--- config.mk ---
export PLATFORM = sky130hd
export DESIGN_NAME = accel_top
export DESIGN_NICKNAME = d
export VERILOG_FILES = /design/src/rtl/accel_pkg.sv /design/src/rtl/accel_top.sv /design/src/rtl/reply_builder.sv /design/src/rtl/cmd_exec.sv /design/src/rtl/cmd_parser.sv
export SDC_FILE = /design/constraint.sdc
export NUM_CORES = 1
export LEC_CHECK = 0
export BUFFER_PORTS_ARGS = -buffer_cell sky130_fd_sc_hd__buf_4
export CELL_PAD_IN_SITES_DETAIL_PLACEMENT = 0
export CELL_PAD_IN_SITES_GLOBAL_PLACEMENT = 1
export CORE_ASPECT_RATIO = 1.5
export CORE_UTILIZATION = 44
export DETAILED_ROUTE_END_ITERATION = 8
export PLACE_DENSITY_LB_ADDON = 0.1
export SLEW_MARGIN = 20
export SYNTH_ARGS = -nofsm -noshare
export SYNTH_HDL_FRONTEND = slang
export SYNTH_HIERARCHICAL = 1
export SYNTH_SLANG_ARGS = --single-unit
--- constraint.sdc ---
create_clock -name i_clk_100 -period 3.7 [get_ports i_clk_100]
set_input_delay 0.555 -clock i_clk_100 [delete_from_list [all_inputs] [get_ports i_clk_100]]
set_output_delay 0.555 -clock i_clk_100 [all_outputs]
set_load 0.005 [all_outputs]
--- src/rtl/accel_pkg.sv ---
/*
  Shared types for the command engine: stream beat, opcode and status
  enums, and the structs passed between the pipeline stages
*/

package accel_pkg;

  localparam int WORD_BITS = 64;          // Stream data width

  // One beat on the input or output stream
  typedef struct packed {
    logic [WORD_BITS-1:0] data;
    logic                 last;           // Ends the packet
  } stream_word_t;

  // Opcodes carried in header bits 7..0
  typedef enum logic [7:0] {
    OP_STATUS = 8'h01,
    OP_SUM    = 8'h02,
    OP_XOR    = 8'h03,
    OP_CLEAR  = 8'h04
  } opcode_e;

  // Status returned in reply header bits 23..16
  typedef enum logic [7:0] {
    ST_OK         = 8'h00,
    ST_BAD_OPCODE = 8'h01
  } status_e;

  // Parser to executor
  typedef struct packed {
    logic [7:0]           opcode;         // Raw, unknown values pass through
    logic [7:0]           tag;
    logic                 has_data;       // Clear only for a header-only packet
    logic                 last;
    logic [WORD_BITS-1:0] data;
  } exec_beat_t;

  // Executor to reply builder
  typedef struct packed {
    logic [7:0]           opcode;
    logic [7:0]           tag;
    status_e              status;
    logic [15:0]          count;          // Payload words in the packet
    logic [WORD_BITS-1:0] value;
  } result_t;

endpackage
--- src/rtl/accel_top.sv ---
/*
  Command engine top level: parser, executor and reply builder in series
*/

`timescale 1ns/1ns

module accel_top
  import accel_pkg::*;
(
  input  logic         i_clk_100,
  input  logic         i_rst,
  input  stream_word_t i_rx,
  input  logic         i_rx_valid,
  output logic         o_rx_ready,
  output stream_word_t o_tx,
  output logic         o_tx_valid,
  input  logic         i_tx_ready
);

  exec_beat_t beat;
  logic       beat_valid;
  logic       beat_ready;
  result_t    res;
  logic       res_valid;
  logic       res_ready;

  cmd_parser u_cmd_parser (
    .i_clk_100    ( i_clk_100  ),
    .i_rst        ( i_rst      ),
    .i_rx         ( i_rx       ),
    .i_rx_valid   ( i_rx_valid ),
    .o_rx_ready   ( o_rx_ready ),
    .o_beat       ( beat       ),
    .o_beat_valid ( beat_valid ),
    .i_beat_ready ( beat_ready )
  );

  cmd_exec u_cmd_exec (
    .i_clk_100    ( i_clk_100  ),
    .i_rst        ( i_rst      ),
    .i_beat       ( beat       ),
    .i_beat_valid ( beat_valid ),
    .o_beat_ready ( beat_ready ),
    .o_res        ( res        ),
    .o_res_valid  ( res_valid  ),
    .i_res_ready  ( res_ready  )
  );

  reply_builder u_reply_builder (
    .i_clk_100   ( i_clk_100  ),
    .i_rst       ( i_rst      ),
    .i_res       ( res        ),
    .i_res_valid ( res_valid  ),
    .o_res_ready ( res_ready  ),
    .o_tx        ( o_tx       ),
    .o_tx_valid  ( o_tx_valid ),
    .i_tx_ready  ( i_tx_ready )
  );

endmodule

--- src/rtl/reply_builder.sv ---
/*
  Reply serializer: latches one result and sends it as a header word
  followed by the result word on the output stream
*/

`timescale 1ns/1ns

module reply_builder
  import accel_pkg::*;
(
  input  logic         i_clk_100,
  input  logic         i_rst,
  input  result_t      i_res,
  input  logic         i_res_valid,
  output logic         o_res_ready,
  output stream_word_t o_tx,
  output logic         o_tx_valid,
  input  logic         i_tx_ready
);

  typedef enum logic [1:0] {
    R_IDLE,
    R_HEAD,
    R_VALUE
  } state_e;

  state_e               state;
  result_t              res_q;
  logic [WORD_BITS-1:0] head_word;

  assign o_res_ready = (state == R_IDLE);

  // Opcode, tag, status and count packed from the low end, rest zero
  assign head_word = {24'd0, res_q.count, res_q.status, res_q.tag, res_q.opcode};

  assign o_tx_valid = (state != R_IDLE);
  assign o_tx.data  = (state == R_VALUE) ? res_q.value : head_word;
  assign o_tx.last  = (state == R_VALUE);

  always_ff @(posedge i_clk_100) begin
    if (i_rst) begin
      state <= R_IDLE;
    end else begin
      case (state)
        R_IDLE:  if (i_res_valid) state <= R_HEAD;
        R_HEAD:  if (i_tx_ready) state <= R_VALUE;
        R_VALUE: if (i_tx_ready) state <= R_IDLE;   // Reply done
        default: state <= R_IDLE;
      endcase
    end
  end

  always_ff @(posedge i_clk_100) begin
    if (o_res_ready && i_res_valid)
      res_q <= i_res;
  end

endmodule

--- src/rtl/cmd_exec.sv ---
/*
  Command executor: per-packet sum, XOR and word count, the packet
  completion counter, and one result per packet
*/

`timescale 1ns/1ns

module cmd_exec
  import accel_pkg::*;
(
  input  logic       i_clk_100,
  input  logic       i_rst,
  input  exec_beat_t i_beat,
  input  logic       i_beat_valid,
  output logic       o_beat_ready,
  output result_t    o_res,
  output logic       o_res_valid,
  input  logic       i_res_ready
);

  logic [WORD_BITS-1:0] sum_acc;
  logic [WORD_BITS-1:0] xor_acc;
  logic [15:0]          cnt_acc;
  logic [WORD_BITS-1:0] pkt_cnt;          // Packets completed since reset or CLEAR

  logic                 beat_fire;
  logic [WORD_BITS-1:0] add_word;
  logic [WORD_BITS-1:0] sum_next;
  logic [WORD_BITS-1:0] xor_next;
  logic [15:0]          cnt_next;
  status_e              res_status;
  logic [WORD_BITS-1:0] res_value;

  assign o_beat_ready = !(o_res_valid && !i_res_ready);
  assign beat_fire    = i_beat_valid && o_beat_ready;

  // Running values including the current beat
  assign add_word = i_beat.has_data ? i_beat.data : '0;
  assign sum_next = sum_acc + add_word;
  assign xor_next = xor_acc ^ add_word;
  assign cnt_next = cnt_acc + 16'(i_beat.has_data);

  always_comb begin
    res_status = ST_OK;
    res_value  = '0;
    case (opcode_e'(i_beat.opcode))
      OP_SUM:    res_value = sum_next;
      OP_XOR:    res_value = xor_next;
      OP_STATUS: res_value = pkt_cnt;     // Count before this packet
      OP_CLEAR:  res_value = '0;
      default:   res_status = ST_BAD_OPCODE;
    endcase
  end

  always_ff @(posedge i_clk_100) begin
    if (i_rst) begin
      sum_acc     <= '0;
      xor_acc     <= '0;
      cnt_acc     <= '0;
      pkt_cnt     <= '0;
      o_res_valid <= 1'b0;
    end else begin
      if (o_res_valid && i_res_ready)
        o_res_valid <= 1'b0;
      if (beat_fire) begin
        if (i_beat.last) begin
          sum_acc     <= '0;              // Fresh start for next packet
          xor_acc     <= '0;
          cnt_acc     <= '0;
          o_res_valid <= 1'b1;
          if (opcode_e'(i_beat.opcode) == OP_CLEAR)
            pkt_cnt <= '0;
          else
            pkt_cnt <= pkt_cnt + 1'b1;
        end else begin
          sum_acc <= sum_next;
          xor_acc <= xor_next;
          cnt_acc <= cnt_next;
        end
      end
    end
  end

  // Result payload
  always_ff @(posedge i_clk_100) begin
    if (beat_fire && i_beat.last) begin
      o_res.opcode <= i_beat.opcode;
      o_res.tag    <= i_beat.tag;
      o_res.status <= res_status;
      o_res.count  <= cnt_next;
      o_res.value  <= res_value;
    end
  end

endmodule

--- src/rtl/cmd_parser.sv ---
/*
  Packet parser that captures the header word and stamps each payload
  beat with its opcode and tag before handing it to the executor
*/

`timescale 1ns/1ns

module cmd_parser
  import accel_pkg::*;
(
  input  logic         i_clk_100,
  input  logic         i_rst,
  input  stream_word_t i_rx,
  input  logic         i_rx_valid,
  output logic         o_rx_ready,
  output exec_beat_t   o_beat,
  output logic         o_beat_valid,
  input  logic         i_beat_ready
);

  typedef enum logic {
    S_HEADER,
    S_PAYLOAD
  } state_e;

  state_e     state;
  logic [7:0] opcode_q;
  logic [7:0] tag_q;
  logic       rx_fire;

  // One beat of buffering in the output register
  assign o_rx_ready = !(o_beat_valid && !i_beat_ready);
  assign rx_fire    = i_rx_valid && o_rx_ready;

  always_ff @(posedge i_clk_100) begin
    if (i_rst) begin
      state        <= S_HEADER;
      o_beat_valid <= 1'b0;
    end else begin
      if (o_beat_valid && i_beat_ready)
        o_beat_valid <= 1'b0;           // Downstream took it
      if (rx_fire) begin
        case (state)
          S_HEADER: begin
            if (i_rx.last)
              o_beat_valid <= 1'b1;     // Header-only packet
            else
              state <= S_PAYLOAD;
          end
          S_PAYLOAD: begin
            o_beat_valid <= 1'b1;
            if (i_rx.last)
              state <= S_HEADER;
          end
          default: state <= S_HEADER;
        endcase
      end
    end
  end

  // Header fields and output payload
  always_ff @(posedge i_clk_100) begin
    if (rx_fire) begin
      if (state == S_HEADER) begin
        opcode_q        <= i_rx.data[7:0];
        tag_q           <= i_rx.data[15:8];
        // Only seen downstream when the header is also the last beat
        o_beat.opcode   <= i_rx.data[7:0];
        o_beat.tag      <= i_rx.data[15:8];
        o_beat.has_data <= 1'b0;
        o_beat.last     <= 1'b1;
        o_beat.data     <= '0;
      end else begin
        o_beat.opcode   <= opcode_q;
        o_beat.tag      <= tag_q;
        o_beat.has_data <= 1'b1;
        o_beat.last     <= i_rx.last;
        o_beat.data     <= i_rx.data;
      end
    end
  end

endmodule

## Yosys cells after proc, flatten, opt, wreduce, memory -nomap -nowiden

Cells that the tools add are included.
Widths: inputs -> output; s select.

- Add/sub/neg operators: 3
- Equality and inequality tests: 9
- Mux-type cells: 21
- Bitwise gates (word level): 2
- Reduce and logical (&&, ||, !) cells: 15

Operator list:

| operator | count |
|---|---|
| $mux 64 | 5 |
| $pmux 64 s3 | 1 |
| $mux 82 | 1 |
| $add 64x1->64 const B | 1 |
| $add 64x64->64 | 1 |
| $xor 64x64->64 | 1 |
| $add 16x1->16 | 1 |
| $eq 8x2->1 const B | 2 |
| $mux 16 | 1 |
| $eq 8x1->1 const B | 1 |
| $eq 8x3->1 const B | 1 |
| $mux 1 | 8 |
| $logic_and 1x1->1 | 6 |
| $mux 2 | 3 |
| $pmux 2 s3 | 1 |
| $ne 2x1->1 const B | 2 |
| $reduce_and 2->1 | 2 |
| $reduce_or 4->1 | 1 |
| $logic_not 1->1 | 3 |
| $reduce_and 3->1 | 1 |
| $eq 2x1->1 const B | 1 |
| $eq 2x2->1 const B | 1 |
| $logic_not 2->1 | 1 |
| $ne 2x2->1 const B | 1 |
| 3 further kinds | 3 |

- Register bits: 519
- Output and inout port bits: 67

## Longest topological paths before layout

Gate-level depths: netlist of run 1.

- Word-level depth: 9
- Depth in mapped cells: 16

## Cells and area by module

Netlist of run 1, hierarchy kept.

By module, submodules not included:

| module | instances | cells each | area an instance (µm²) |
|---|---|---|---|
| cmd_exec | 1 | 2116 | 17540.6 |
| reply_builder | 1 | 186 | 4086.4 |
| cmd_parser | 1 | 197 | 3727.3 |

## Least setup slack after synthesis of run 1

Ideal clock, no wire load.

- Path type: register -> register
- From: register u_cmd_parser/o_beat[65] in the netlist's numbering
- To: register u_cmd_exec/o_res[59] in the netlist's numbering (data pin)
- Data arrival time: 3378 ps
- Setup slack: 66 ps
- Cell stages (with the launch flop): 16
- Period minus slack after synthesis: 3634 ps
- Cell sequence: edfxtp_1 clkbuf_1 clkbuf_1 nand2_1 inv_1 ha_1 a21o_1 a21o_1 a221oi_1 a211oi_1 o211ai_2 a21oi_2 o211ai_2 a211oi_1 or3_1 a31o_2

- Longest elaborated chain between the ends: 3

RTL lines:

| what | RTL line | RTL |
|---|---|---|
| start: declaration | cmd_parser.sv:16 | `output exec_beat_t o_beat,` |
| $mux 64 (*) | cmd_exec.sv:38 | `assign add_word = i_beat.has_data ? i_beat.data : '0;` |
| $add 64x64->64 or $xor 64x64->64 (tied branches) | cmd_exec.sv:39, cmd_exec.sv:40 |  |
| $pmux 64 s3 (*) | cmd_exec.sv:46 | `case (opcode_e'(i_beat.opcode))` |
| via u_cmd_exec.res_value[59] | cmd_exec.sv:32 | `logic [WORD_BITS-1:0] res_value;` |
| end: declaration | cmd_exec.sv:16 | `output result_t o_res,` |

Mark *: on every way through the listed nets, which the timed path passes. The rest lies on a longest branch.
A chain may end at the register's enable or synchronous reset.

## Worst setup path in the final report of run 1

- From: register u_cmd_parser/o_beat[65] in the netlist's numbering
- To: register u_cmd_exec.sum_acc[63]

- Longest elaborated chain between the ends: 3

RTL lines:

| what | RTL line | RTL |
|---|---|---|
| $mux 64 | cmd_exec.sv:38 |  |
| $add 64x64->64 | cmd_exec.sv:39 | `assign sum_next = sum_acc + add_word;` |
| $mux 64 | cmd_exec.sv:66 | `if (i_beat.last) begin` |
| end signal: assignment | cmd_exec.sv:76 | `sum_acc <= sum_next;` |
| end: declaration | cmd_exec.sv:21 | `logic [WORD_BITS-1:0] sum_acc;` |

Every way passes these cells.

==> impl_metrics.ini, run 1 <==
[routing]
via_per_inst = 5.41
drt_iter0_drc = 944
routed_wl_mm = 77.7
vias = 20000
ant_nets = 0
drcViolationCount = 0
firstDrtPassIters = 5
routedWlPerCell_um = 21.1

[clocking]
h-tree-depth = 2
insertion_delay_ns = 0.62
cts_root_buffer = clkbuf_16
clkTransAtPathRegs_ns = 0.06
cts_tree = yes
cts.path.max_buffers = 3
clock-sinks = 512
cts_buffers = 52

[logic_synthesis]
syn_avg_cell_area_um2 = 10.1
synth_top_area_frac = 0.354
synth_seq_cells = 512
syn_inst = 2499
synth_cell_types = 82
yosysWarnings = 6
ys_dominant_reg_cell = edfxtp_1
syn_area_um2 = 25400
async_flop_share = 0
synth_edf_count = 299
ys_seq_area_frac = 0.522
synth_area_leader_cell = edfxtp_1
synthTopCellsByArea = edfxtp_1 (35%), dfxtp_1 (17%), o21ai_0 (4.6%), xor2_1 (4.5%), nand2_1 (3.8%)

[floorplanning]
core_area_um2 = 56900
fp-row-count = 107
io-pin-count = 136
initial_core_util = 0.446
fp.dieW_um = 198
die_h_um = 296
die_area_um2 = 58600

[run_status]
outcome = finished clean

[sta]
finalMaxSlewViolations = 0
skew_ns = 0.0289
holdWs_ns = 0.134
maxSlewHeadroom = 0.430
max_freq_ghz = 0.274
tightestPinTransition_ns = 0.856
period_minus_slack_ns = 3.65
setup_viol = 0
final-hold-violation-count = 0
fin_crit_sh = 0.986
grt_setup_unrepaired = yes

[worst_setup_path]
cp-end-kind = register
required_ns = 4.26
cp_data_arrival_time_ns = 4.21
crit_fanout = 7
critical_path_class = register to register
start_kind = register

[power]
pwr-share-seq = 0.496
p_int_w = 0.00958
p_leak_nw = 13.0
switchingPower_w = 0.00298
power_w = 0.0126
p_clk_frac = 0.424
vdd_drop_max_v = 0.000467
powerDensity_nw_per_um2 = 393
switching_share = 0.237
combPwrFrac = 0.080

[final_layout]
syn2layout_area_growth_pct = 26.1
layout.nets = 3020
final_cell_mix = buf_4 (442), edfxtp_1 (299), nand2_1 (242), o21ai_0 (218), nor2_1 (217)
n_antenna_cell = 0
drive_above_1_share = 0.266
final_util = 0.562
n_fill_cell = 5096
layout_commonest_cell = buf_4

[global_route]
grt_max_degree = 98
grt_use_total = 0.260
antenna_found_initial = 0
gr-usage-met1 = 0.269
use_met2 = 0.511
busiest_layer = met2
grt_first_pass_wirelength_mm = 114
grt_pass1_vias = 19900
met3_usage = 0.0282
grt_overflow = 0

[flow_run]
drv_cap = 0

[hold_path]
hold_class = input port to register

[placed_design]
place.gp.congestion = 0.929
port_buffers = 135
hpwl_mm = 55.0
[logic make-up (layout without fill, tap and decap cells)]
group | Yosys count | after routing | synth area share
other | 1 | 7 | 0.000148
buffers and inverters | 223 | 645 | 0.0403
AOI/OAI and AO/OA | 613 | 613 | 0.146
adders and majority gates | 67 | 67 | 0.0334
and+or+nand+nor | 839 | 839 | 0.162
DFF | 512 | 512 | 0.522
xor gates and xnor gates | 186 | 186 | 0.0648
muxes | 58 | 58 | 0.0314
[critical path, stage by stage, from the launching register on]
cell and delay [ns]:
edfxtp_1 0.40, buf_6 0.16, nand2_1 0.09, inv_2 0.06
ha_4 0.21, and2_4 0.15, a221o_1 0.33, or2_4 0.27
a311o_1 0.40, a21o_1 0.26, a21oi_4 0.22, buf_6 0.14
o221a_4 0.26, buf_6 0.12, a21oi_2 0.05, o41a_1 0.41
nand2_1 0.06
[sequential cells by signal, indices dropped and copies added (netlist names)]
name,count
u_cmd_exec/pkt_cnt,64
u_cmd_exec/o_res_valid,1
u_cmd_parser/tag_q,8
u_reply_builder/head_word,40
u_cmd_exec/cnt_acc,16
u_cmd_parser/o_beat_valid,1
u_reply_builder/state,2
u_cmd_parser/opcode_q,8
u_cmd_parser/o_beat,82
u_cmd_exec/sum_acc,64
u_cmd_exec/o_res,97
u_reply_builder/res_q,64
u_cmd_parser/state,1
u_cmd_exec/xor_acc,64
[layout make-up]
type | count | area [µm²] | share of cell area
clock buffer | 66 | 1370 | 0.0430
tap | 763 | 955 | 0.0298
multi-input combinational | 1770 | 12100 | 0.377
timing repair buffer | 469 | 3720 | 0.116
sequential | 512 | 13200 | 0.414
inverter | 79 | 297 | 0.00927
clock inverter | 31 | 334 | 0.0104
[routing by layer]
metal  vias to the layer above  wire [µm]
met4                         0       3980
met2                       421      42900
li1                       9637          -
met1                      9732      28600
met5                         -          0
met3                       166       2320
[cells in the mapped netlist, drive strengths merged, types with 11 or more instances]
cell type	instances
xnor2	54
a211oi	12
or3	83
clkbuf	105
nor3	14
a22oi	28
o21ai	233
dfxtp	213
buf	39
xor2	131
nand4	36
nand3	38
o2bb2ai	11
o211ai	11
a21o	36
mux2	56
o21bai	11
nand2	262
nor2	225
a22o	21
edfxtp	299
nor2b	16
and3	28
o22ai	21
inv	79
and2	101
a21oi	179
ha	66
[metrics by stage]
step                      cells  setup slack (ns)  setup TNS [ns]  area, µm²
after global placement     3566            -0.424          -11.58      29000
after global routing       3690           -0.0749          -0.211      32000
after detailed placement   3566            -0.555          -15.53      29000
after floorplan            2505            0.0658               0      25400
final                      3690            0.0504               0      32000
after CTS                  3670           0.00165               0      31100
[final timing paths]
| check | slack (ns) | from | endpoint | cells past startpoint |
|---|---|---|---|---|
| worst max-delay path | 0.05 | u_cmd_parser/o_beat[65] | u_cmd_exec/sum_acc[63] | 16 |
| worst min-delay path | 0.13 | i_rx[2] | u_cmd_parser/opcode_q[1] | 1 |
| worst max register to register | 0.05 | u_cmd_parser/o_beat[65] | u_cmd_exec/sum_acc[63] | 16 |
| worst min register to register | 0.41 | u_cmd_exec/o_res[65] | u_reply_builder/head_word[25] | 0 |
[power by group through the flow]
stage	Combinational, W	Sequential (W)	Clock (W)
2_1_floorplan	0.000512	0.00632	0
3_3_place_gp	0.000917	0.00636	0
3_5_place_dp	0.000925	0.00636	0
4_1_cts	0.000945	0.00624	0.00547
5_1_grt	0.00109	0.00624	0.00566
6_report	0.00101	0.00623	0.00532
[timing repair]
item | 4_1_cts | 5_1_grt
setup buffers | 7 | 17
gates resized for setup | 64 | 139
cloned | 0 | 3
pin swaps | 28 | 50
endpoints found under the setup margin | 69 | 56
hold buffers | 0 | 0
Power figures use the tool's default switching activity.
==> run 2, diff against run 1 <==
Settings changed: HOLD_SLACK_MARGIN set to 0.03, PLACE_DENSITY set to 0.78, PLACE_DENSITY_LB_ADDON 0.1 to unset.
==> run 2 against run 1 <==
  * Critical path depth increased by 1
  * Via count decreased by 2.7%
  * Global-route usage decreased by 2.5 points
==> impl_metrics.ini, run 2 (synthesized netlist as in run 1, its figures left out) <==
[run_status]
outcome = finished clean

[sta]
finalMaxSlewViolations = 0
final-hold-violation-count = 0
fin_crit_sh = 0.988
grt_setup_unrepaired = yes
tightestPinTransition_ns = 1.10
period_minus_slack_ns = 3.66
setup_viol = 0
worst_slack_ns = 0.0439
setup_tns_ns = 0
max_freq_ghz = 0.274
holdWs_ns = 0.109
skew_ns = 0.0348
maxSlewHeadroom = 0.265

[worst_setup_path]
critPathTopFamily = compound AO/OA/AOI/OAI gates
start_kind = register
critical_path_class = register to register
path_cells = buf_12 > buf_12 > nand2_1 > inv_1 > ha_4 > nand4_1 > nor2_1 > nand2_2 > a211oi_4 > o211ai_4 > a21oi_4 > o211ai_1 > buf_4 > a21oi_4 > xnor2_1 > buf_4 > o22ai_1
crit_path_max_incr_delay_ns = 0.53
crit_path_start = u_cmd_parser/o_beat[65]
crit_fanout = 24
required_ns = 4.03
cp-end-kind = register
r2r_start = u_cmd_parser/o_beat[65]
crit_buf_inv = 5
cp_data_arrival_time_ns = 3.99
critPathSlowestCell = edfxtp_1

[placed_design]
port_buffers = 135
place_ws_ns = -0.101
place.gp.congestion = 0.928
hpwl_mm = 48.6

[floorplanning]
fp-row-count = 107
die_h_um = 296
io-pin-count = 136
initial_core_util = 0.446
die_area_um2 = 58600
fp.dieW_um = 198
core_area_um2 = 56900

[final_layout]
layout.nets = 2901
top_regs = u_cmd_exec/o_res (97), u_cmd_parser/o_beat (82)
drive_above_1_share = 0.218
largest_reg_flops = 97
n_fill_cell = 5065
final_cell_mix = buf_4 (340), edfxtp_1 (299), nand2_1 (249), nor2_1 (218), o21ai_0 (218)
n_antenna_cell = 0
syn2layout_area_growth_pct = 21.2
layout_commonest_cell = buf_4
largest_register = u_cmd_exec/o_res
final_util = 0.540

[power]
vdd_drop_max_v = 0.000319
power_w = 0.0125
p_leak_nw = 12.3
powerDensity_nw_per_um2 = 407

[routing]
drcViolationCount = 0
firstDrtPassIters = 5
ant_nets = 0
via_per_inst = 5.44
routedWlPerCell_um = 19.4
drt_iter0_drc = 1173
vias = 19400
routed_wl_mm = 69.4

[clocking]
clkTransAtPathRegs_ns = 0.07
cts_tree = yes
cts_hold_buf = 0
cts_root_buffer = clkbuf_16
cts_buffers = 50
insertion_delay_ns = 0.63
cts.path.max_buffers = 3
clock-sinks = 512
h-tree-depth = 2

[global_route]
grt_first_pass_wirelength_mm = 106
gr-usage-met1 = 0.300
antenna_found_initial = 0
grt_pass1_vias = 19400
grt_max_degree = 87
met3_usage = 0.0298
grt_overflow = 0
use_met2 = 0.404
grt_use_total = 0.235
busiest_layer = met2

[hold_path]
hold_class = input port to register
hp-start = i_rx[0]

[flow_run]
drv_cap = 0
run 2: cell count changes in the layout (fill, tap and decap cells not counted), sizes merged:
cell,change
buf,-116
clkinv,-7
inv,+2
bufinv,+1
clkbuf,-1
clkinvlp,+1
run 2: worst paths after layout:
kind / endpoint / slack (ns) / cells past startpoint
worst max-delay path: u_cmd_exec/o_res[57] / 0.04 / 17
worst min-delay path: u_cmd_parser/state / 0.11 / 2
worst max register to register: u_cmd_exec/o_res[57] / 0.04 / 17
worst min register to register: u_reply_builder/res_q[24] / 0.39 / 0
run 2: layout make-up:
class	count	area [µm²]	share of cell area
clock buffer	66	1370	0.0447
clock inverter	28	354	0.0115
inverter	79	297	0.00965
multi-input combinational	1770	11700	0.382
sequential	512	13200	0.431
tap	763	955	0.0311
timing repair buffer	352	2780	0.0903
run 2: timing repair:
| action | CTS | global route |
|---|---|---|
| gates resized for setup | 8 | 109 |
| setup buffers | 0 | 11 |
| gates cloned | 0 | 1 |
| setup endpoints to repair | 23 | 56 |
| pin swaps | 3 | 46 |
run 2: per-layer routing:
metal | up-vias | share of wire | routed length, µm
li1 | 9387 | - | -
met2 | 465 | 0.49 | 33800
met4 | 0 | 0.037 | 2540
met1 | 9449 | 0.43 | 29900
met3 | 118 | 0.046 | 3190
met5 | - | 0 | 0
run 2: worst reg2reg max path, cell delays in order, from the launching register on:
cell and delay (ns):
edfxtp_1 0.53, buf_12 0.21, buf_12 0.16, nand2_1 0.11, inv_1 0.08, ha_4 0.29
nand4_1 0.16, nor2_1 0.15, nand2_2 0.09, a211oi_4 0.30, o211ai_4 0.18, a21oi_4 0.23
o211ai_1 0.21, buf_4 0.23, a21oi_4 0.12, xnor2_1 0.12, buf_4 0.12, o22ai_1 0.07
run 2: metrics by stage:
stage          instance area, µm²  instances
6_report                    30700       3570
2_1_floorplan               25400       2505
3_5_place_dp                28300       3464
5_1_grt                     30700       3570
3_3_place_gp                28300       3464
4_1_cts                     30000       3558
run 2: report_power, final:
| part | switching (W) | leakage [nW] | total [W] | internal, W |
|---|---|---|---|---|
| Clock | 0.00229 | 0.830 | 0.00536 | 0.00307 |
| Sequential | 0.0000757 | 4.53 | 0.00624 | 0.00617 |
| Combinational | 0.000538 | 6.91 | 0.000902 | 0.000364 |
| Total | 0.00290 | 12.3 | 0.0125 | 0.00960 |
==> run 3, diff against run 2 <==
Settings changed: CTS_CLUSTER_DIAMETER set to 30, PLACE_DENSITY 0.78 to 0.86.
==> run 3 against run 2 <==
  * First-iteration DRC count is 41% higher
  * Largest cell class unchanged
  * Power is 22% higher
  * Wire length down 0.48%
  * Worst hold slack improved by 0.013 ns
  * Register-to-register slack improved by 0.08 ns
  * Clock power up 51%
  * Critical path type unchanged
  * Clock skew is 0.0065 ns lower
  * Critical endpoint is now u_cmd_exec/o_res[59]
==> impl_metrics.ini, run 3 (synthesized netlist as in run 1, its figures left out) <==
[global_route]
grt_first_pass_wirelength_mm = 107
grt_overflow = 0
grt_max_degree = 87
grt_pass1_vias = 20000
antenna_found_initial = 0
grt_use_total = 0.236

[power]
p_leak_nw = 12.9
powerDensity_nw_per_um2 = 481
vdd_drop_max_v = 0.000297

[clocking]
insertion_delay_ns = 0.63
cts.path.max_buffers = 3
cts_buffers = 85
cts_tree = yes
clock-sinks = 512
clkTransAtPathRegs_ns = 0.06
cts_root_buffer = clkbuf_16
h-tree-depth = 3

[final_layout]
n_antenna_cell = 0
design_area_um2 = 31700
n_fill_cell = 4849
drive_above_1_share = 0.225
layout.nets = 2937
syn2layout_area_growth_pct = 24.9
largest_reg_flops = 97
top_regs = u_cmd_exec/o_res (97), u_cmd_parser/o_beat (82)
final_cell_mix = buf_4 (345), edfxtp_1 (299), nand2_1 (255), o21ai_0 (222), nor2_1 (220)
largest_register = u_cmd_exec/o_res
layout_commonest_cell = buf_4
multi_input_area_um2 = 11500
regArea_um2 = 13200

[routing]
drcViolationCount = 0
routedWlPerCell_um = 19.0
drt_iter0_drc = 1655
firstDrtPassIters = 6
vias = 19900
ant_nets = 0
routed_wl_mm = 69.1
via_per_inst = 5.47

[worst_setup_path]
crit_buf_inv = 3
crit_path_max_incr_delay_ns = 0.44
endpoint = u_cmd_exec/o_res[59]
r2r.worst_path.cells = 15
crit_path_start = u_cmd_parser/o_beat[65]
cp_data_arrival_time_ns = 3.95
start_kind = register
path_cells = buf_12 > buf_12 > nand2_1 > inv_1 > ha_1 > a21oi_1 > nor2b_1 > o21ai_0 > nand2b_1 > a211oi_4 > a21oi_4 > o211ai_4 > a211oi_2 > or3_1 > a31o_2
crit_fanout = 28
r2r-end = u_cmd_exec/o_res[59]
critPathSlowestCell = edfxtp_1
ff2ff_setup_slack_ns = 0.12
cp-end-kind = register
critPathMostFrequentCell = buf_12
critical_path_class = register to register
critPathTopFamily = compound AO/OA/AOI/OAI gates
r2r_start = u_cmd_parser/o_beat[65]
required_ns = 4.07
critical_path_depth = 15

[floorplanning]
fp-row-count = 107
core_area_um2 = 56900
initial_core_util = 0.446
die_h_um = 296
die_area_um2 = 58600
io-pin-count = 136
fp.dieW_um = 198

[sta]
setup_tns_ns = 0
tightestPinTransition_ns = 1.09
holdWs_ns = 0.122
period_minus_slack_ns = 3.58
fin_crit_sh = 0.968
final-hold-violation-count = 0
setup_viol = 0
skew_ns = 0.0283
grt_setup_unrepaired = yes
finalMaxSlewViolations = 0
worst_slack_ns = 0.120
maxSlewHeadroom = 0.276
max_freq_ghz = 0.279

[placed_design]
placed_cell_area_um2 = 28300
place.gp.congestion = 0.955
port_buffers = 135
place_ws_ns = -0.328
hpwl_mm = 47.5

[run_status]
outcome = finished clean

[hold_path]
holdPathStages = 2
hold_class = input port to register
hp-start = i_rx[0]

[flow_run]
drv_cap = 0
-- run 3: cell types whose count changed in the layout (fill, tap and decap cells not counted), sizes merged --
cell	delta
bufinv	+1
inv	+22
clkinvlp	+1
clkinv	+12
clkbuf	+28
buf	+2
-- run 3: timing repair --
item,CTS,global route
hold buffers,0,0
pin swaps,7,25
buffers inserted,1,7
resized for setup,22,49
setup endpoints to repair,36,57
-- run 3: final cells by class --
cell class                 count  area share
clock buffer                  95      0.0710
clock inverter                64      0.0235
inverter                      79     0.00936
multi-input combinational   1770       0.362
sequential                   512       0.418
tap                          763      0.0301
timing repair buffer         353      0.0863
-- run 3: power breakdown --
| part | switching [W] | internal (W) | leakage [nW] | total [W] |
|---|---|---|---|---|
| clock network | 0.00308 | 0.00502 | 1.46 | 0.00810 |
| registers | 0.0000713 | 0.00618 | 4.53 | 0.00625 |
| logic | 0.000525 | 0.000350 | 6.92 | 0.000875 |
-- run 3: how the worst min path moves through the flow --
| stage | end | slack (ns) |
|---|---|---|
| 6_report | u_cmd_parser/state | 0.12 |
| 5_1_grt | u_cmd_parser/state | 0.11 |
| 4_1_cts | u_cmd_parser/state | 0.09 |
| 3_5_place_dp | u_reply_builder/head_word[16] | 0.40 |
| 3_3_place_gp | u_cmd_exec/o_res[94] | 0.40 |
| 2_1_floorplan | u_cmd_exec/o_res[88] | 0.40 |
-- run 3: stage by stage --
stage / total power (W) / instances / util
after global routing: 0.0157 / 3636 / 0.557
final: 0.0152 / 3636 / 0.557
after detailed placement: 0.00722 / 3469 / 0.497
after CTS: 0.0154 / 3629 / 0.551
after floorplan: 0.00683 / 2505 / -
after global placement: 0.00720 / 3469 / 0.497
-- run 3: worst register-to-register path: cells and delay by family, from the launching register on --
kind | cells | cell delay [ns]
adder cells (fa/ha/maj) | 1 | 0.34
AO/OA/AOI/OAI | 7 | 1.46
AND/OR/NAND/NOR | 4 | 0.69
flip-flops | 1 | 0.44
buffers and inverters | 3 | 0.41
-- run 3: metal layers --
layer	wire, µm	GRT usage	share of wire	vias to the layer above
met4	2410	0.0998	0.035	0
met3	3860	0.0332	0.056	147
met1	28900	0.292	0.42	9599
met2	33900	0.408	0.49	651
li1	-	-	-	9508
met5	0	0	0	-
